File: src/rtl/dispatch_pkg.sv
// ~~~~~~~~~~~~~~~~~~~~~~~~~~~~~~~~~~~~~~~~~~~~~~~~~
// Dispatch package
// Data width, opcode encodings and the payload
// structs carried between the dispatch stages
// ~~~~~~~~~~~~~~~~~~~~~~~~~~~~~~~~~~~~~~~~~~~~~~~~~
package dispatch_pkg;

    localparam int unsigned XLEN = 32;

    typedef enum logic [1:0] {
        GRP_ALU  = 2'd0,
        GRP_BJP  = 2'd1,
        GRP_MEM  = 2'd2,
        GRP_NONE = 2'd3
    } disp_grp_e;

    typedef enum logic [3:0] {
        ADD, SUB, SLL, SLT, SLTU, XOR, SRL, SRA, OR, AND,
        LUI,   // Op1 forced to zero
        AUIPC, // Op1 taken from PC
        JUMP   // Link address PC + 4
    } alu_op_e;

    typedef enum logic [2:0] {
        BEQ, BNE, BLT, BGE, BLTU, BGEU, JAL, JALR
    } bjp_op_e;

    typedef enum logic [2:0] {
        LB, LH, LW, LBU, LHU, SB, SH, SW
    } mem_op_e;

    // Decoded instruction from the decoder
    typedef struct packed {
        disp_grp_e         grp;
        logic [3:0]        sub_op;   // Meaning depends on grp
        logic              op2_imm;  // ALU op2 from immediate
        logic [XLEN-1:0]   pc;
        logic [XLEN-1:0]   imm;
        logic [XLEN-1:0]   rs1_data;
        logic [XLEN-1:0]   rs2_data;
    } disp_in_t;

    // Unit operands after the first stage
    typedef struct packed {
        logic              alu_req;
        alu_op_e           alu_op;
        logic [XLEN-1:0]   alu_op1;
        logic [XLEN-1:0]   alu_op2;
        logic              bjp_req;
        bjp_op_e           bjp_op;
        logic [XLEN-1:0]   bjp_cmp1;
        logic [XLEN-1:0]   bjp_cmp2;
        logic [XLEN-1:0]   bjp_tgt1;
        logic [XLEN-1:0]   bjp_tgt2;
        logic              mem_req;
        mem_op_e           mem_op;
        logic [XLEN-1:0]   mem_addr;
        logic [XLEN-1:0]   store_src;  // Raw rs2 for stores
    } operand_t;

    // Final dispatch packet
    typedef struct packed {
        logic              alu_req;
        alu_op_e           alu_op;
        logic [XLEN-1:0]   alu_op1;
        logic [XLEN-1:0]   alu_op2;
        logic              bjp_req;
        bjp_op_e           bjp_op;
        logic [XLEN-1:0]   bjp_cmp1;
        logic [XLEN-1:0]   bjp_cmp2;
        logic [XLEN-1:0]   bjp_tgt1;
        logic [XLEN-1:0]   bjp_tgt2;
        logic              mem_req;
        mem_op_e           mem_op;
        logic [XLEN-1:0]   mem_addr;
        logic [3:0]        mem_wmask;
        logic [XLEN-1:0]   mem_wdata;
        logic              misaligned_load;
        logic              misaligned_store;
    } disp_out_t;

endpackage

File: src/rtl/req_ack_rx.sv
// ~~~~~~~~~~~~~~~~~~~~~~~~~~~~~~~~~~~~~~~~~~~~~~~~~
// Four-phase receiver
// Takes a payload on req/ack and hands it to the
// pipeline as a valid/ready slot
// ~~~~~~~~~~~~~~~~~~~~~~~~~~~~~~~~~~~~~~~~~~~~~~~~~
`timescale 1ns/1ps

module req_ack_rx #(
    parameter type payload_t = logic
) (
    input  logic     clk_i,
    input  logic     rst_i,
    input  logic     req_i,
    input  payload_t data_i,
    output logic     ack_o,
    output logic     valid_o,
    output payload_t data_o,
    input  logic     ready_i
);

    typedef enum logic {RX_IDLE, RX_ACKED} rx_phase_e;

    rx_phase_e phase_q;
    logic      full_q;
    payload_t  data_q;
    logic      capture;

    // New request, slot empty or draining this cycle
    assign capture = req_i && (phase_q == RX_IDLE) && (!full_q || ready_i);

    always_ff @(posedge clk_i) begin
        if (rst_i) begin
            phase_q <= RX_IDLE;
            full_q  <= 1'b0;
        end else begin
            if (capture)
                phase_q <= RX_ACKED;
            else if (phase_q == RX_ACKED && !req_i)
                phase_q <= RX_IDLE;  // Requester released req
            if (capture)
                full_q <= 1'b1;
            else if (ready_i)
                full_q <= 1'b0;
        end
    end

    always_ff @(posedge clk_i) begin
        if (capture) data_q <= data_i;
    end

    assign ack_o   = (phase_q == RX_ACKED);
    assign valid_o = full_q;
    assign data_o  = data_q;

endmodule

File: src/rtl/req_ack_tx.sv
// ~~~~~~~~~~~~~~~~~~~~~~~~~~~~~~~~~~~~~~~~~~~~~~~~~
// Four-phase sender
// Holds one payload and runs req/ack toward the
// execution units
// ~~~~~~~~~~~~~~~~~~~~~~~~~~~~~~~~~~~~~~~~~~~~~~~~~
`timescale 1ns/1ps

module req_ack_tx #(
    parameter type payload_t = logic
) (
    input  logic     clk_i,
    input  logic     rst_i,
    input  logic     valid_i,
    input  payload_t data_i,
    output logic     ready_o,
    output logic     req_o,
    output payload_t data_o,
    input  logic     ack_i
);

    typedef enum logic [1:0] {TX_IDLE, TX_REQ, TX_ACK_LOW} tx_state_e;

    tx_state_e state_q;
    payload_t  data_q;

    // Idle only once both req and ack are low
    assign ready_o = (state_q == TX_IDLE) && !ack_i;

    always_ff @(posedge clk_i) begin
        if (rst_i) begin
            state_q <= TX_IDLE;
        end else begin
            case (state_q)
                TX_IDLE:    if (valid_i && ready_o) state_q <= TX_REQ;
                TX_REQ:     if (ack_i) state_q <= TX_ACK_LOW;
                TX_ACK_LOW: if (!ack_i) state_q <= TX_IDLE;
                default:    state_q <= TX_IDLE;
            endcase
        end
    end

    always_ff @(posedge clk_i) begin
        if (valid_i && ready_o) data_q <= data_i;
    end

    assign req_o  = (state_q == TX_REQ);
    assign data_o = data_q;

endmodule

File: src/rtl/operand_select.sv
// ~~~~~~~~~~~~~~~~~~~~~~~~~~~~~~~~~~~~~~~~~~~~~~~~~
// Operand select stage
// Routes a decoded instruction to ALU, branch or
// memory operands and forms the effective address
// ~~~~~~~~~~~~~~~~~~~~~~~~~~~~~~~~~~~~~~~~~~~~~~~~~
`timescale 1ns/1ps

module operand_select (
    input  logic                  clk_i,
    input  logic                  rst_i,
    input  logic                  valid_i,
    output logic                  ready_o,
    input  dispatch_pkg::disp_in_t in_i,
    output logic                  valid_o,
    input  logic                  ready_i,
    output dispatch_pkg::operand_t op_o
);

    dispatch_pkg::operand_t op_d;
    dispatch_pkg::operand_t op_q;
    dispatch_pkg::alu_op_e  alu_op;
    dispatch_pkg::bjp_op_e  bjp_op;
    logic                   valid_q;

    assign alu_op = dispatch_pkg::alu_op_e'(in_i.sub_op);
    assign bjp_op = dispatch_pkg::bjp_op_e'(in_i.sub_op[2:0]);

    always_comb begin
        op_d = '0;  // Unselected units stay zero
        case (in_i.grp)
            dispatch_pkg::GRP_ALU: begin
                op_d.alu_req = 1'b1;
                op_d.alu_op  = alu_op;
                if (alu_op == dispatch_pkg::AUIPC)
                    op_d.alu_op1 = in_i.pc;
                else if (alu_op == dispatch_pkg::LUI)
                    op_d.alu_op1 = '0;
                else
                    op_d.alu_op1 = in_i.rs1_data;
                op_d.alu_op2 = in_i.op2_imm ? in_i.imm : in_i.rs2_data;
            end
            dispatch_pkg::GRP_BJP: begin
                op_d.bjp_req  = 1'b1;
                op_d.bjp_op   = bjp_op;
                op_d.bjp_cmp1 = in_i.rs1_data;
                op_d.bjp_cmp2 = in_i.rs2_data;
                op_d.bjp_tgt1 = (bjp_op == dispatch_pkg::JALR) ? in_i.rs1_data : in_i.pc;
                op_d.bjp_tgt2 = in_i.imm;
                // Jumps also write the link register through the ALU
                if (bjp_op == dispatch_pkg::JAL || bjp_op == dispatch_pkg::JALR) begin
                    op_d.alu_req = 1'b1;
                    op_d.alu_op  = dispatch_pkg::JUMP;
                    op_d.alu_op1 = in_i.pc;
                    op_d.alu_op2 = dispatch_pkg::XLEN'(4);
                end
            end
            dispatch_pkg::GRP_MEM: begin
                op_d.mem_req   = 1'b1;
                op_d.mem_op    = dispatch_pkg::mem_op_e'(in_i.sub_op[2:0]);
                op_d.mem_addr  = in_i.rs1_data + in_i.imm;
                op_d.store_src = in_i.rs2_data;
            end
            default: ;
        endcase
    end

    assign ready_o = !valid_q || ready_i;

    always_ff @(posedge clk_i) begin
        if (rst_i)
            valid_q <= 1'b0;
        else if (ready_o)
            valid_q <= valid_i;
    end

    always_ff @(posedge clk_i) begin
        if (valid_i && ready_o) op_q <= op_d;
    end

    assign valid_o = valid_q;
    assign op_o    = op_q;

endmodule

File: src/rtl/store_align.sv
// ~~~~~~~~~~~~~~~~~~~~~~~~~~~~~~~~~~~~~~~~~~~~~~~~~
// Store align stage
// Byte lane mask, lane-shifted store data and the
// misaligned access flags
// ~~~~~~~~~~~~~~~~~~~~~~~~~~~~~~~~~~~~~~~~~~~~~~~~~
`timescale 1ns/1ps

module store_align (
    input  logic                   clk_i,
    input  logic                   rst_i,
    input  logic                   valid_i,
    output logic                   ready_o,
    input  dispatch_pkg::operand_t  op_i,
    output logic                   valid_o,
    input  logic                   ready_i,
    output dispatch_pkg::disp_out_t out_o
);

    dispatch_pkg::disp_out_t out_d;
    dispatch_pkg::disp_out_t out_q;
    logic [1:0]              addr_lo;
    logic                    valid_q;

    assign addr_lo = op_i.mem_addr[1:0];

    always_comb begin
        out_d = '0;
        out_d.alu_req  = op_i.alu_req;
        out_d.alu_op   = op_i.alu_op;
        out_d.alu_op1  = op_i.alu_op1;
        out_d.alu_op2  = op_i.alu_op2;
        out_d.bjp_req  = op_i.bjp_req;
        out_d.bjp_op   = op_i.bjp_op;
        out_d.bjp_cmp1 = op_i.bjp_cmp1;
        out_d.bjp_cmp2 = op_i.bjp_cmp2;
        out_d.bjp_tgt1 = op_i.bjp_tgt1;
        out_d.bjp_tgt2 = op_i.bjp_tgt2;
        out_d.mem_req  = op_i.mem_req;
        out_d.mem_op   = op_i.mem_op;
        out_d.mem_addr = op_i.mem_addr;
        if (op_i.mem_req) begin
            case (op_i.mem_op)
                dispatch_pkg::SB: begin
                    out_d.mem_wmask = 4'b0001 << addr_lo;
                    out_d.mem_wdata = {24'b0, op_i.store_src[7:0]} << {addr_lo, 3'b000};
                end
                dispatch_pkg::SH: begin
                    out_d.mem_wmask = addr_lo[1] ? 4'b1100 : 4'b0011;
                    out_d.mem_wdata = addr_lo[1] ? {op_i.store_src[15:0], 16'b0}
                                                 : {16'b0, op_i.store_src[15:0]};
                    out_d.misaligned_store = addr_lo[0];
                end
                dispatch_pkg::SW: begin
                    out_d.mem_wmask = 4'b1111;
                    out_d.mem_wdata = op_i.store_src;
                    out_d.misaligned_store = |addr_lo;
                end
                dispatch_pkg::LW: out_d.misaligned_load = |addr_lo;
                dispatch_pkg::LH,
                dispatch_pkg::LHU: out_d.misaligned_load = addr_lo[0];
                default: ;  // Byte loads always aligned
            endcase
        end
    end

    assign ready_o = !valid_q || ready_i;

    always_ff @(posedge clk_i) begin
        if (rst_i)
            valid_q <= 1'b0;
        else if (ready_o)
            valid_q <= valid_i;
    end

    always_ff @(posedge clk_i) begin
        if (valid_i && ready_o) out_q <= out_d;
    end

    assign valid_o = valid_q;
    assign out_o   = out_q;

endmodule

File: src/rtl/dispatch_top.sv
// ~~~~~~~~~~~~~~~~~~~~~~~~~~~~~~~~~~~~~~~~~~~~~~~~~
// Dispatch top
// Receiver, operand select, store align and sender
// chained as a four-stage pipeline
// ~~~~~~~~~~~~~~~~~~~~~~~~~~~~~~~~~~~~~~~~~~~~~~~~~
`timescale 1ns/1ps

module dispatch_top (
    input  logic                    clk_i,
    input  logic                    rst_i,
    input  logic                    req_i,
    input  dispatch_pkg::disp_in_t  in_i,
    output logic                    ack_o,
    output logic                    disp_req_o,
    output dispatch_pkg::disp_out_t disp_o,
    input  logic                    disp_ack_i
);

    logic                    rx_valid, rx_ready;
    dispatch_pkg::disp_in_t  rx_data;
    logic                    sel_valid, sel_ready;
    dispatch_pkg::operand_t  sel_op;
    logic                    aln_valid, aln_ready;
    dispatch_pkg::disp_out_t aln_out;

    req_ack_rx #(.payload_t(dispatch_pkg::disp_in_t)) req_ack_rx_i (
        .clk_i(clk_i), .rst_i(rst_i), .req_i(req_i), .data_i(in_i), .ack_o(ack_o),
        .valid_o(rx_valid), .data_o(rx_data), .ready_i(rx_ready)
    );

    operand_select operand_select_i (
        .clk_i(clk_i), .rst_i(rst_i), .valid_i(rx_valid), .ready_o(rx_ready),
        .in_i(rx_data), .valid_o(sel_valid), .ready_i(sel_ready), .op_o(sel_op)
    );

    store_align store_align_i (
        .clk_i(clk_i), .rst_i(rst_i), .valid_i(sel_valid), .ready_o(sel_ready),
        .op_i(sel_op), .valid_o(aln_valid), .ready_i(aln_ready), .out_o(aln_out)
    );

    // Downstream unit side
    req_ack_tx #(.payload_t(dispatch_pkg::disp_out_t)) req_ack_tx_i (
        .clk_i(clk_i), .rst_i(rst_i), .valid_i(aln_valid), .data_i(aln_out),
        .ready_o(aln_ready), .req_o(disp_req_o), .data_o(disp_o), .ack_i(disp_ack_i)
    );

endmodule

File: config.mk
export PLATFORM = sky130hd
export DESIGN_NAME = dispatch_top
export DESIGN_NICKNAME = d
export VERILOG_FILES = /design/src/rtl/dispatch_pkg.sv /design/src/rtl/req_ack_rx.sv /design/src/rtl/req_ack_tx.sv /design/src/rtl/operand_select.sv /design/src/rtl/store_align.sv /design/src/rtl/dispatch_top.sv
export SDC_FILE = /design/constraint.sdc
export NUM_CORES = 1
export LEC_CHECK = 0
export BUFFER_PORTS_ARGS = -buffer_cell sky130_fd_sc_hd__buf_2
export CORE_ASPECT_RATIO = 0.75
export CORE_MARGIN = 5
export CORE_UTILIZATION = 35
export DETAILED_ROUTE_END_ITERATION = 12
export GPL_ROUTABILITY_DRIVEN = 0
export HOLD_SLACK_MARGIN = 0.08
export PLACE_DENSITY = 0.52
export SYNTH_ARGS = -nofsm -noshare
export SYNTH_HDL_FRONTEND = slang
export SYNTH_SLANG_ARGS = --single-unit
File: constraint.sdc
create_clock -name clk_i -period 22.8 [get_ports clk_i]
set_input_delay 3.42 -clock clk_i [delete_from_list [all_inputs] [get_ports clk_i]]
set_output_delay 3.42 -clock clk_i [all_outputs]
set_load 0.02 [all_outputs]
# Word-level counts from Yosys, hierarchy flattened
# Cells that the tools add are included.
# Widths: inputs -> output; s select.
# word_totals
reg_bits	960
out_inout_bits	277
# op_classes
n_addsub	1
n_eq_ne	17
n_shift	2
n_mux	21
bitwise_logic	1
n_reduce_logical	23
# op_table
operator	count
$mux 32	5
$pmux 69 s2	1
$mux 132	1
$pmux 36 s3	1
$mux 69	1
$mux 68	1
$add 32x32->32	1
$shl 8x5->32	1
$eq 3x3->1 const B	6
$eq 4x4->1 const B	2
$logic_and 1x1->1	7
$mux 2	3
$pmux 2 s3	1
$logic_not 1->1	5
$eq 2x1->1 const B	2
$eq 2x2->1 const B	2
$logic_not 2->1	2
$logic_or 1x1->1	4
$mux 1	4
$mux 4	1
$ne 2x2->1 const B	2
$pmux 1 s2	2
$reduce_bool 2->1	2
$reduce_or 2->1	2
other kinds (6)	6

# Longest topological paths before layout
# Gate-level depths: netlist of the first run.
# logic_depth
ltp_word	7
ltp_mapped	9
depth_no_buf	8

# Cells and area by module
# A second synthesis of the first run with hierarchy kept.
# unflattened
hier_cells	1771
area_unflattened_um2	33744.9
# modules_own_cells
mod	n_inst	cells_per_inst	area_per_inst_um2
operand_select	1	954	12250.5
store_align	1	390	9001.1
req_ack_tx	1	284	8354.3
req_ack_rx	1	143	4139.0

# Worst setup path after synthesis of the first run
# No wires, ideal clock.
# synth_timing
path_kind	input -> register
startpoint	in disp_ack_i
endpoint	reg operand_select_i.op_q (netlist bit operand_select_i.op_o[0]) (enable)
setup_time_ps	1310
arrival_time_ps	23066
setup_slack_ps	-1576
path_stages	3
path_buffers	0
path_cell_list	nor3_1 > nor2b_1 > a21boi_0
# synth_via
elab_chain_len	5
# synth_rtl
item	line_no	source
from (decl)	dispatch_top.sv:16	input logic disp_ack_i
$logic_not 1->1	req_ack_tx.sv:27	assign ready_o = (state_q == TX_IDLE) && !ack_i;
$logic_and 1x1->1	req_ack_tx.sv:27	
$logic_or 1x1->1	store_align.sv:66	assign ready_o = !valid_q || ready_i;
$logic_or 1x1->1	operand_select.sv:67	assign ready_o = !valid_q || ready_i;
$logic_and 1x1->1	operand_select.sv:77	if (valid_i && ready_o) op_q <= op_d;
to (signal assigned)	operand_select.sv:77	
to (decl)	operand_select.sv:20	dispatch_pkg::operand_t op_q;
# Every way passes these cells.
# A chain may end at the register's enable or synchronous reset.

# Worst setup path in the final report of the first run
# layout_timing
startpoint	in disp_ack_i
endpoint	reg operand_select_i.op_q (netlist bit operand_select_i.op_o[157]) (enable)
# Same word-level chain as after synthesis.

==> results, run 1 <==
- After floorplanning, the core was divided into 98 placement rows.
- The nature of the critical path endpoint is a register.
- The share of async-settable or async-resettable flops after synthesis is 0%.
- The total die area is 102000 µm².
- The via count of the routed design is 17100.
- After clock tree synthesis, the setup repair step added 0 buffers.
- The count of placed standard cells in the final layout, fillers left out is 3564.
- The number of global-route vias before repair is 17500.
- The total internal power is 0.00300 W.
- In the synthesized netlist the dominant register cell turns out to be sky130_fd_sc_hd__edfxtp_1.
- The post-synthesis simple-gate area fraction is under 10%.
- ~420 I/O pins were placed.
- After technology mapping, the gate count stands at 1756.
- The clock network burns approximately two fifths of the power.
- Across the routed clock network, the largest skew measured is 23.8 ps.
- The number of distinct library cell variants in the gate-level netlist after synthesis is 61.
- The number of levels in the clock H-tree is 3.
- The timing-limited maximum frequency is 157 MHz.
- The routed design has 82200 µm of wire.
- The number of pins exceeding their max-slew limit in the final report is 0.
- The data required time of the critical path is 23060 ps.
- The region available for standard cell placement spans 95400 µm².
- Registers are responsible for between 50 and 60% of the overall power.
- The chip height is 278 µm.
- The final count of hold timing violations is 0.
- Across all setup checks in the final design, the least slack found is ~16000 ps.
- The CTS tree is done.
- Yosys mapped a number of flops with a built-in enable equal to 954.
- The quantity of gates resized following cts is 0.
- In the final timing run, aggregate negative setup slack is 0 ps.
- Yosys printed 0 warnings.
- The worst path uses 27.9% of the clock period.
- The number of routed nets with antenna violations is 0.
- The post-detailed-placement half-perimeter wirelength is 56300 µm.
- The startpoint kind of the worst setup timing path is a primary input.
- After clock tree synthesis, the flow added hold-fix buffers numbering 0.
- The measured slew at the worst slew-check pin is 1220 ps.
- Setup violations remaining at the end of the flow were counted as 0.
- The highest fanout seen on the critical path is between 60 and 70.
- The number of nets in the synthesized netlist is 1927.
- The worst hold path class is register to register.
- The global route total overflow is 0.
- The starting utilization of the core area is 35.3%.
- In the layout the commonest cells are sky130_fd_sc_hd__edfxtp_1, sky130_fd_sc_hd__buf_2, sky130_fd_sc_hd__and2_1.
- The combinational family with the most area after synthesis is simple AND/OR/NAND/NOR gates.
- The most frequent standard cell in the layout excluding fill and tap cells is sky130_fd_sc_hd__edfxtp_1.
- The global routing usage summed across all routing layers is 15.6%.
- After detailed routing, the average wire length per cell comes to 23.1 µm.
- The synthesized netlist occupies a cell area of 33600 µm².
- Measured against the total synthesized area, the mux share comes to 1.10%.
- The reported max-cap violation count is 0.
- In this run, CTS created clock tree buffers numbering 97.
- The clock reaches the later pin of the worst-skew pair after 650 ps.
- The global-route wire length before repair is about 120000 µm.
- The count of input and output buffers is 415.
- Entering global routing, the biggest net connects 85 pins.
- Summed over all cells, the static leakage comes to 14.0 nW.
- The initial antenna violation count is 13.
- Subtracting the final worst setup slack from the clock period gives 6350 ps.
- The average size of a mapped cell is 19.2 µm².
- The peak ir drop on the vdd network is 0.0000544 V.
- The clock passes through at most 3 buffers.
- The run finished with clean final reports.
- The category of the most critical setup path is primary input to register.
- The critical path data arrival time is 6610 ps.
- Of the total synthesized cell area, the portion taken by XOR and XNOR cells is less than 1%.
- The number of remaining DRC errors is 0.
- Setup repair after global routing left no endpoint under its margin.
- The share of the Yosys chip area taken by registers is between 80% and 90%.
- Timing analysis after detailed placement gives a worst setup slack of 15710 ps.
- In this run, the combinational gates consume ~4.3% of the power.
- The detail-routed via count per cell is 4.81.
- The first routing iteration left 1840 violations.
- After synthesis the netlist holds a flip-flop and latch count of 960.
- From left edge to right edge, the die measures around 370 µm.
- The share of layout cells above drive strength 1 is roughly 26%.
- After filler insertion, the fill cell instance count of the layout stands at between 8000 and 9000.
- The total iterations of the first detailed-routing run is 5.
- After clock tree synthesis, the clock-pin slew on the worst setup and hold paths is 60 ps.
- Summing the areas of all compound-gate instances in the mapped netlist gives around 4.6% of the synthesized area.
- Once layout is done, the placed cells without fillers occupy 40500 µm².
- The library cell used as clock root buffer is sky130_fd_sc_hd__clkbuf_16.
- The growth of design area from synthesis to finish is 20.3%.
- Power spread over the standard cell area amounts to 93.9 nW/µm².
- The number of sinks driven by the clock tree is 960.
- The placed instance count is 3388.
- After detailed placement, the total cell area comes to 37300 µm².
- Of the total synthesized cell area, the portion taken by full adders, half adders and majority gates is 1.21%.
- The fraction of power spent switching nets is 21.0%.
- The worst slew margin relative to its limit is 18.3%.
- The net count of the finished layout is 2408.
- In this run the power spent charging and discharging nets is ~0.00080 W.
critical path, stage by stage:
cell,delay [ps]
sky130_fd_sc_hd__buf_2,110
sky130_fd_sc_hd__nor3_1,220
sky130_fd_sc_hd__nor2b_1,240
sky130_fd_sc_hd__a21boi_4,190
sky130_fd_sc_hd__buf_4,610
sky130_fd_sc_hd__buf_4,830
sky130_fd_sc_hd__buf_4,820
per-stage QoR:
step / total power [W] / hold WS, ps / util [%]
floorplan: 0.00219 / 400 / -
global placement: 0.00225 / 401 / 39.1
detailed placement: 0.00225 / 405 / 39.1
CTS: 0.00385 / 399 / 42.4
global route: 0.00394 / 413 / 42.4
finish: 0.00380 / 404 / 42.4
final timing paths:
| check | from | to | slack, ps | cells after the start |
|---|---|---|---|---|
| setup / recovery | disp_ack_i | operand_select_i.op_o[157]$_SDFFCE_PN0P_ | 16450 | 7 |
| hold / removal | store_align_i.out_o[65]$_DFFE_PP_ | req_ack_tx_i.data_o[65]$_DFFE_PP_ | 400 | 0 |
| setup reg to reg | req_ack_tx_i.state_q[1]$_SDFFE_PP0P_ | operand_select_i.op_o[157]$_SDFFCE_PN0P_ | 18940 | 6 |
| hold reg to reg | store_align_i.out_o[65]$_DFFE_PP_ | req_ack_tx_i.data_o[65]$_DFFE_PP_ | 400 | 0 |
Yosys cell counts (3+ instances only):
cell / number / area share [%]
sky130_fd_sc_hd__o211ai_1: 3 / 0.067
sky130_fd_sc_hd__nand4_1: 4 / 0.074
sky130_fd_sc_hd__and3_1: 6 / 0.11
sky130_fd_sc_hd__clkbuf_1: 44 / 0.49
sky130_fd_sc_hd__nor2_1: 95 / 1.1
sky130_fd_sc_hd__nor3b_1: 4 / 0.089
sky130_fd_sc_hd__nor4_1: 3 / 0.056
sky130_fd_sc_hd__nor3_1: 14 / 0.21
sky130_fd_sc_hd__dfxtp_1: 6 / 0.36
sky130_fd_sc_hd__nand3_1: 9 / 0.13
sky130_fd_sc_hd__o21ai_1: 3 / 0.045
sky130_fd_sc_hd__o21a_1: 12 / 0.27
sky130_fd_sc_hd__a21oi_1: 83 / 1.2
sky130_fd_sc_hd__a22o_1: 34 / 0.89
sky130_fd_sc_hd__o21ai_0: 23 / 0.34
sky130_fd_sc_hd__buf_1: 4 / 0.045
sky130_fd_sc_hd__ha_1: 31 / 1.2
sky130_fd_sc_hd__nor4b_2: 3 / 0.13
sky130_fd_sc_hd__a22oi_1: 17 / 0.38
sky130_fd_sc_hd__xor2_1: 6 / 0.16
sky130_fd_sc_hd__buf_2: 8 / 0.12
sky130_fd_sc_hd__nor2b_1: 5 / 0.093
sky130_fd_sc_hd__nand2_1: 105 / 1.2
sky130_fd_sc_hd__a222oi_1: 8 / 0.24
sky130_fd_sc_hd__a21o_1: 9 / 0.20
sky130_fd_sc_hd__a21boi_0: 4 / 0.089
sky130_fd_sc_hd__a31oi_1: 6 / 0.11
sky130_fd_sc_hd__edfxtp_1: 954 / 85
sky130_fd_sc_hd__nand2b_1: 8 / 0.15
sky130_fd_sc_hd__inv_1: 8 / 0.089
sky130_fd_sc_hd__xnor2_1: 13 / 0.34
sky130_fd_sc_hd__o21bai_1: 4 / 0.089
sky130_fd_sc_hd__mux2i_1: 37 / 1.1
sky130_fd_sc_hd__and2_1: 150 / 2.8
logic make-up after synthesis:
| family | after synthesis |
|---|---|
| simple gates | 414 |
| fa+ha+maj | 32 |
| buf+inv | 66 |
| compound gates | 228 |
| mux | 37 |
| flops | 960 |
| xor+xnor | 19 |
routing by layer:
layer	track usage (%)	wire, µm
met3	4.25	6420
met2	23.4	36300
met4	4.41	2060
met5	0	21
met1	22.5	37400
registers in the layout, summed over array words and instances, names as in the netlist:
signal	cells
req_ack_rx_i.data_o	135
req_ack_tx_i.data_o	275
req_ack_rx_i.valid_o	1
store_align_i.out_o	275
operand_select_i.valid_o	1
store_align_i.valid_o	1
req_ack_rx_i.ack_o	1
operand_select_i.op_o	269
req_ack_tx_i.state_q	2
layout make-up:
class,count,area (µm²),area share [%]
Clock inverter,48,574,1.42
Multi-Input combinational cell,730,4680,11.6
Antenna cell,5,12.5,0.0309
Tap cell,1250,1560,3.86
Timing Repair Buffer,438,2250,5.56
Inverter,10,40.0,0.0989
Sequential cell,960,28800,71.1
Clock buffer,123,2590,6.40
power by group through the flow:
stage / clock network, W / registers [W] / logic [W]
floorplan: 0 / 0.00209 / 0.0000979
global placement: 0 / 0.00209 / 0.000161
detailed placement: 0 / 0.00209 / 0.000164
CTS: 0.00163 / 0.00205 / 0.000165
global route: 0.00171 / 0.00205 / 0.000178
finish: 0.00159 / 0.00205 / 0.000163
(Power assumes the default switching activity.)
==> run 2, diff against run 1 <==
--- a/config.mk
+++ b/config.mk
@@ -5,6 +5,7 @@
 export SDC_FILE = /design/constraint.sdc
 export NUM_CORES = 1
 export LEC_CHECK = 0
+export ABC_AREA = 1
 export BUFFER_PORTS_ARGS = -buffer_cell sky130_fd_sc_hd__buf_2
 export CORE_ASPECT_RATIO = 0.75
 export CORE_MARGIN = 5
@@ -12,7 +13,7 @@
 export DETAILED_ROUTE_END_ITERATION = 12
 export GPL_ROUTABILITY_DRIVEN = 0
 export HOLD_SLACK_MARGIN = 0.08
-export PLACE_DENSITY = 0.52
+export PLACE_DENSITY = 0.51
 export SYNTH_ARGS = -nofsm -noshare
 export SYNTH_HDL_FRONTEND = slang
 export SYNTH_SLANG_ARGS = --single-unit
==> constraint.sdc (replaced) <==
create_clock -name clk_i -period 5.65 [get_ports clk_i]
set_input_delay 0.8475 -clock clk_i [delete_from_list [all_inputs] [get_ports clk_i]]
set_output_delay 0.8475 -clock clk_i [all_outputs]
set_load 0.02 [all_outputs]
==> results, run 2 <==
- The power dissipated by switching net loads is about 0.0034 W.
- The total iterations of the first detailed-routing run is 7.
- The number of cells produced by synthesis is 2200.
- The netlist uses 42 different library cells.
- Entering global routing, the biggest net connects between 100 and 150 pins.
- The library cell used most frequently in the layout, excluding fill and tap cells, is sky130_fd_sc_hd__edfxtp_1.
- The measured slew at the worst slew-check pin is 1010 ps.
- The final count of hold timing violations came to 0.
- The sequential power share is 53.8%.
- The sequential element share of the synthesized area is 83.5%.
- The relative contribution of combinational cells to total power is 4.8%.
- The detail route stage leaves a number of antenna-violating nets equal to 0.
- By startpoint and endpoint, the worst setup path is classified as register to register.
- Counting along the longest clock path gives a buffer depth of 3.
- The leakage power is 15.2 nW.
- The count of input and output buffers is 415.
- The number of hold-repair buffers added at the cts stage is 0.
- The global route total overflow is 0.
- The nature of the critical path endpoint is a register.
- The CTS tree is done.
- Relative to the synthesized area, the layout overhead comes to 20.2%.
- The area of all placed cells without fillers is 41400 µm².
- Data on the critical path arrives at its endpoint at 3000 ps.
- The initial antenna violation count was 9.
- The starting utilization of the core area is 35.3%.
- Yosys mapped a number of flops with a built-in enable equal to 954.
- For this run, the leading register cell type out of synthesis is sky130_fd_sc_hd__edfxtp_1.
- In the final layout, the share of cells above drive strength 1 is 22.5%.
- The die covers 105000 µm².
- The data required time of the critical path is 5950 ps.
- The chip height is 282 µm.
- Yosys attributes the largest share of cell area to sky130_fd_sc_hd__edfxtp_1, sky130_fd_sc_hd__nand2_1, sky130_fd_sc_hd__inv_1.
- Yosys instantiated no cell more often than sky130_fd_sc_hd__edfxtp_1.
- The global routing usage summed across all routing layers is 16.6%.
- Dividing the detail-routed via count by the number of cells gives 4.65.
- Timing would allow up to 369 MHz.
- The number of pins exceeding their max-slew limit in the final report is 0.
- The number of placement rows is 99.
- The clock network accounts for approximately 42% of the total power.
- The total negative slack for setup checks is 0 ps.
- The post-detailed-placement half-perimeter wirelength is 62800 µm.
- The worst slew margin relative to its limit is 32.4%.
- The number of buffers inserted during clock tree synthesis is 97.
- The internal portion of the total power is 0.0120 W.
- Counting instances in the post-synthesis netlist gives the leading cell types as sky130_fd_sc_hd__edfxtp_1, sky130_fd_sc_hd__nand2_1, sky130_fd_sc_hd__inv_1.
- In this run the worst path has a maximum fanout of 86.
- The worst hold path class is primary input to register.
- The routed wirelength normalized by instance count is 21.8 µm.
- Setup repair after global routing left no endpoint under its margin.
- The via count of the routed design is 18900.
- The clock-pin slew on the worst setup and hold paths is ~60 ps.
- After floorplanning, the core was sized to cover just under 100000 µm².
- The number of levels in the clock H-tree is 3.
- The peak ir drop on the vdd network is between 0.00015 and 0.0002 V.
- The count of boundary I/O pins is between 400 and 500.
- The biggest area contributor in the post-synthesis netlist is sky130_fd_sc_hd__edfxtp_1.
- The number of global-route vias before repair was 18800.
- The clock arrives with 23.0 ps of skew.
- The net count of the finished layout is 2851.
- The synthesis warning total is 0.
- The number of remaining DRC errors is 0.
- The detailed-route wire length is 89000 µm.
- The startpoint kind of the worst setup timing path is a register.
- The share of synthesized area in the top cell type comes to 83.2%.
- The root buffer cell chosen for the clock tree is sky130_fd_sc_hd__clkbuf_16.
- The area of the mapped netlist is approximately 34000 µm².
- The fraction of power spent switching nets is 21.9%.
- The insertion delay to the later sink of the worst-skew pair is 640 ps.
- The share of async-settable or async-resettable flops after synthesis is 0%.
- The number of violations reported at the end of detailed-routing iteration 0 is 1869.
- Dividing the synthesized area by the synthesized cell count gives 15.7 µm².
- The clock drives 960 sinks.
- After synthesis the netlist holds a flip-flop and latch count of between 900 and 1000.
- In this run the cell area measured after placement is between 30000 and 40000 µm².
- Max-cap violations in this run came to 0.
- The run finished with clean final reports.
- The number of nets in the synthesized netlist is approximately 2400.
- Setup violations remaining at the end of the flow were counted as 0.
- The portion of the clock cycle consumed by the worst path in the final layout is a little under half.
- The die outline width is 372 µm.
- The top cell types in the final layout, fill and taps aside, are sky130_fd_sc_hd__edfxtp_1, sky130_fd_sc_hd__buf_2, sky130_fd_sc_hd__nand2_1.
- Power spread over the standard cell area amounts to 370 nW/µm².
- The post-CTS repair timing setup buffer count is 0.
- The first global-routing pass estimated 126000 µm of wire.
- The minimum clock period after layout is 2710 ps.
- Once the clock tree was built, the resizer swapped 0 gates to a different size.
-- run 2: metal layers --
metal	GRT usage [%]	up-vias	routed length (µm)
li1	-	8797	-
met1	23.7	9321	38900
met2	25.5	691	40400
met3	3.89	127	7200
met4	5.01	2	2430
met5	0	-	20
-- run 2: critical path, stage by stage (launching register included) --
cell                      delay (ps)
sky130_fd_sc_hd__dfxtp_1         320
sky130_fd_sc_hd__nor2_1          240
sky130_fd_sc_hd__nand2_4         110
sky130_fd_sc_hd__nand2_1         100
sky130_fd_sc_hd__nor2_1           50
sky130_fd_sc_hd__nand2_1          90
sky130_fd_sc_hd__nand3_1         170
sky130_fd_sc_hd__inv_6           670
sky130_fd_sc_hd__buf_4           460
-- run 2: final cells by class --
| cell class | count | area (µm²) |
|---|---|---|
| sequential | 960 | 28800 |
| timing repair buffer | 436 | 2330 |
| fill | 8888 | 56100 |
| tap | 1313 | 1640 |
| clock inverter | 65 | 663 |
| antenna | 3 | 7.51 |
| multi-input combinational | 909 | 4460 |
| clock buffer | 110 | 2480 |
| inverter | 276 | 1060 |
-- run 2: power by group through the flow --
| stage | logic [W] | registers [W] | clock network [W] |
|---|---|---|---|
| floorplan | 0.000420 | 0.00837 | 0 |
| global placement | 0.000724 | 0.00839 | 0 |
| detailed placement | 0.000732 | 0.00839 | 0 |
| CTS | 0.000736 | 0.00824 | 0.00652 |
| global route | 0.000812 | 0.00825 | 0.00682 |
| finish | 0.000732 | 0.00824 | 0.00635 |
-- run 2: kinds of logic (layout without fill, tap and decap cells) --
group                      after synthesis  count (layout)  synth area share (%)
adders and majority gates               32              32                  1.18
xor gates and xnor gates                 2               2                0.0509
AOI/OAI and AO/OA                      298             298                  4.76
buffers and inverters                  331             887                  3.69
and+or+nand+nor                        577             577                  6.81
DFF                                    960             960                  83.5
other                                    0               3                     0
-- run 2: worst paths after layout --
check / cells after the start / start / end / slack (ps)
max: 8 / req_ack_tx_i.state_q[1]$_SDFFE_PP0P_ / req_ack_rx_i.data_o[131]$_DFFE_PP_ / 2940
min: 1 / in_i[73] / req_ack_rx_i.data_o[73]$_DFFE_PP_ / 380
max reg2reg: 8 / req_ack_tx_i.state_q[1]$_SDFFE_PP0P_ / req_ack_rx_i.data_o[131]$_DFFE_PP_ / 2940
min reg2reg: 0 / store_align_i.out_o[150]$_DFFE_PP_ / req_ack_tx_i.data_o[150]$_DFFE_PP_ / 400
-- run 2: metrics by stage --
step | hold slack, ps | power (W) | setup WS, ps | utilization, % | cells
2_1_floorplan | 400 | 0.00879 | -1360 | - | 2200
3_3_place_gp | 400 | 0.00911 | 2450 | 39.2 | 3894
3_5_place_dp | 405 | 0.00912 | 2470 | 39.2 | 3894
4_1_cts | 325 | 0.0155 | 2890 | 42.5 | 4069
5_1_grt | 339 | 0.0159 | 2720 | 42.5 | 4069
6_report | 381 | 0.0153 | 2940 | 42.5 | 4072
==> run 3, diff against run 2 <==
--- a/config.mk
+++ b/config.mk
@@ -13,7 +13,7 @@
 export DETAILED_ROUTE_END_ITERATION = 12
 export GPL_ROUTABILITY_DRIVEN = 0
 export HOLD_SLACK_MARGIN = 0.08
-export PLACE_DENSITY = 0.51
+export PLACE_DENSITY = 0.5
 export SYNTH_ARGS = -nofsm -noshare
 export SYNTH_HDL_FRONTEND = slang
 export SYNTH_SLANG_ARGS = --single-unit
==> constraint.sdc (replaced) <==
create_clock -name clk_i -period 2.54 [get_ports clk_i]
set_input_delay 0.381 -clock clk_i [delete_from_list [all_inputs] [get_ports clk_i]]
set_output_delay 0.381 -clock clk_i [all_outputs]
set_load 0.02 [all_outputs]
==> results, run 3 (synthesized netlist as in run 2, its figures left out) <==
- The total die area is 105000 µm².
- The category of the most critical setup path is register to register.
- The total iterations of the first detailed-routing run is 5.
- The number of antenna diodes in the final layout is 0.
- The number of placement rows is 99.
- The leakage power is 16.2 nW.
- The count of input and output buffers is 415.
- The CTS tree is done.
- The total internal power is 0.0271 W.
- The floorplan core area is approximately 97000 µm².
- After clock tree synthesis, the setup repair step added 0 buffers.
- From synthesis to final layout, the design area changed by 26.8%.
- The number of routed nets with antenna violations is 0.
- The relative contribution of combinational cells to total power is around 5.7%.
- The count of boundary I/O pins is 416.
- Net switching is between 20% and 30% of the power.
- Cells with a size suffix above 1 make up 23.6% of the layout.
- The worst hold slack is roughly 400 ps.
- The post-detailed-placement half-perimeter wirelength is between 60000 and 70000 µm.
- For this run, design rule violations remaining after detail routing come to 0.
- The measured slew at the worst slew-check pin is 1060 ps.
- The detail-routed via count per cell is between 4 and 5.
- Setup violations remaining at the end of the flow were counted as 0.
- The most frequent standard cell in the layout excluding fill and tap cells is sky130_fd_sc_hd__edfxtp_1.
- The number of global-route vias before repair is 19900.
- The number of nets in the layout is 3050.
- The starting utilization of the core area is 35.3%.
- The portion of the clock cycle consumed by the worst path in the final layout is between 90% and 100%.
- The worst slew margin relative to its limit is ~29%.
- Entering global routing, the biggest net connects 99 pins.
- Traced cell by cell, the critical path runs through ha_1 -> nand2_1 -> nor2_1 -> nand3_1 -> nand3_1 -> nand3_1 -> nand2_1 -> nand2_1 -> nand2_1 -> nor2_1.
- The global-route wire length before repair is 135000 µm.
- Counting cells, the worst reg-to-reg path comes to 10.
- The library cell used as clock root buffer is sky130_fd_sc_hd__clkbuf_16.
- The die is between 300 and 400 µm wide.
- The chip height is about 280 µm.
- The number of levels in the clock H-tree is 3.
- The detailed router placed between 20000 and 25000 vias in this run.
- Data on the critical path is required at its endpoint by 2940 ps.
- Subtracting the final worst setup slack from the clock period gives 2490 ps.
- The worst-case IR drop observed on VDD is ~0.00047 V.
- Data on the critical path arrives at its endpoint at 2890 ps.
- STA classifies the critical path startpoint as a register.
- Across all register-to-register paths, the minimum setup slack is between 40 and 50 ps.
- The global routing usage summed across all routing layers is 17.8%.
- The detailed-route wire length is 95200 µm.
- The clock power share is a little over two fifths.
- The global route total overflow is 0.
- Adding up every negative setup slack in the final design gives 0 ps.
- In the post-route analysis, the smallest setup slack over all paths is 49.3 ps.
- The number of violations reported at the end of detailed-routing iteration 0 is just over 2000.
- The final count of hold timing violations is 0.
- For this design, the slowest cell found on the critical path is sky130_fd_sc_hd__edfxtp_1.
- The startpoint of the most critical setup path is req_ack_rx_i.data_o[71]$_DFFE_PP_.
- The final design utilization is 44.8%.
- The worst clock skew is between 15 and 20 ps.
- The nature of the critical path endpoint is a register.
- The flow ran to the end, and the final reports show no timing, DRC or antenna violations.
- The number of sinks driven by the clock tree is 960.
- The initial antenna violation count is 14.
- The deepest clock path buffer count is 3.
- The power dissipated by switching net loads is 0.00766 W.
- The insertion delay to the later sink of the worst-skew pair is 660 ps.
- Across the run, the number of max-cap violations was 0.
- The maximum cell stage delay along the critical path is 500 ps.
- The worst slack at placement is -36.2 ps.
- The clock-pin slew on the worst setup and hold paths is around 60 ps.
- The launching point of the worst reg2reg path is req_ack_rx_i.data_o[71]$_DFFE_PP_.
- The most frequent cell on the critical path is sky130_fd_sc_hd__nand2_1.
- Counting the fill cells in the layout gives 8682.
- In the final routed layout, each cell accounts on average for 22.3 µm.
- The endpoint identified for the worst register-to-register timing path is operand_select_i.op_o[50]$_SDFFCE_PN0P_.
- The library cells used most frequently in the layout, excluding fill and tap cells, are sky130_fd_sc_hd__edfxtp_1, sky130_fd_sc_hd__buf_2, sky130_fd_sc_hd__nand2_1.
- In this run the worst setup path terminates at operand_select_i.op_o[50]$_SDFFCE_PN0P_.
- Registers are responsible for a little over half of the overall power.
- Dividing total power by cell area gives a power density of between 700 and 800 nW/µm².
- For this run, the top clock speed supported by timing is about 400 MHz.
- In this run, CTS created clock tree buffers numbering 97.
- The number of pins exceeding their max-slew limit in the final report came to 0.
- Along the worst path, the maximum fanout reaches 5.
- In this run the worst hold path is classified as register to register.
- Setup repair after global routing left no endpoint under its margin.
-- run 3: area by class of cell --
class | instances | area, µm² | share of cell area [%]
multi-input combinational | 909 | 4490 | 10.3
inverter | 276 | 1050 | 2.40
clock buffer | 113 | 2530 | 5.79
timing repair buffer | 635 | 4490 | 10.3
clock inverter | 66 | 708 | 1.62
tap | 1313 | 1640 | 3.76
sequential | 960 | 28800 | 65.9
-- run 3: stage by stage --
stage,std cells,power [W],instance area [µm²]
after floorplan,2200,0.0195,34500
after CTS,4272,0.0352,43600
after detailed placement,3954,0.0204,39000
after global routing,4272,0.0361,43700
final,4272,0.0348,43700
after global placement,3954,0.0204,39000
-- run 3: repair_timing --
action                     4_1_cts  5_1_grt
pin swaps                        0        0
hold endpoints to repair       141        0
resized for setup                1        6
setup endpoints to repair        1        7
hold buffers                   139        0
-- run 3: how the worst min path moves through the flow --
stage	start	end	slack [ps]	depth (start not counted)
floorplan	store_align_i.out_o[0]$_SDFFCE_PN0P_	req_ack_tx_i.data_o[0]$_DFFE_PP_	400	0
detailed placement	store_align_i.out_o[0]$_SDFFCE_PN0P_	req_ack_tx_i.data_o[0]$_DFFE_PP_	400	0
finish	operand_select_i.op_o[167]$_SDFFCE_PN0P_	store_align_i.out_o[173]$_DFFE_PP_	410	0
CTS	in_i[92]	req_ack_rx_i.data_o[92]$_DFFE_PP_	370	2
global placement	operand_select_i.op_o[251]$_DFFE_PP_	store_align_i.out_o[257]$_DFFE_PP_	400	0
global route	in_i[19]	req_ack_rx_i.data_o[19]$_DFFE_PP_	390	2
-- run 3: power groups by stage --
stage | clock, W | combinational [W] | sequential [W]
finish | 0.0145 | 0.00197 | 0.0183
global route | 0.0156 | 0.00216 | 0.0183
detailed placement | 0 | 0.00179 | 0.0186
global placement | 0 | 0.00178 | 0.0186
CTS | 0.0149 | 0.00197 | 0.0183
floorplan | 0 | 0.000933 | 0.0186
-- run 3: critical path, delay by kind of cell (launching register included) --
kind          cells  cell delay (ps)
fa+ha+maj         1              410
simple gates      9             1330
flops             1              500
-- run 3: layer usage --
metal | vias to the layer above | track usage [%] | part of all wire, %
li1 | 9191 | - | -
met1 | 9935 | 25.5 | 44
met2 | 831 | 27.7 | 46
met3 | 124 | 4.40 | 8.5
met4 | 0 | 3.94 | 2.1
met5 | - | 0 | 0
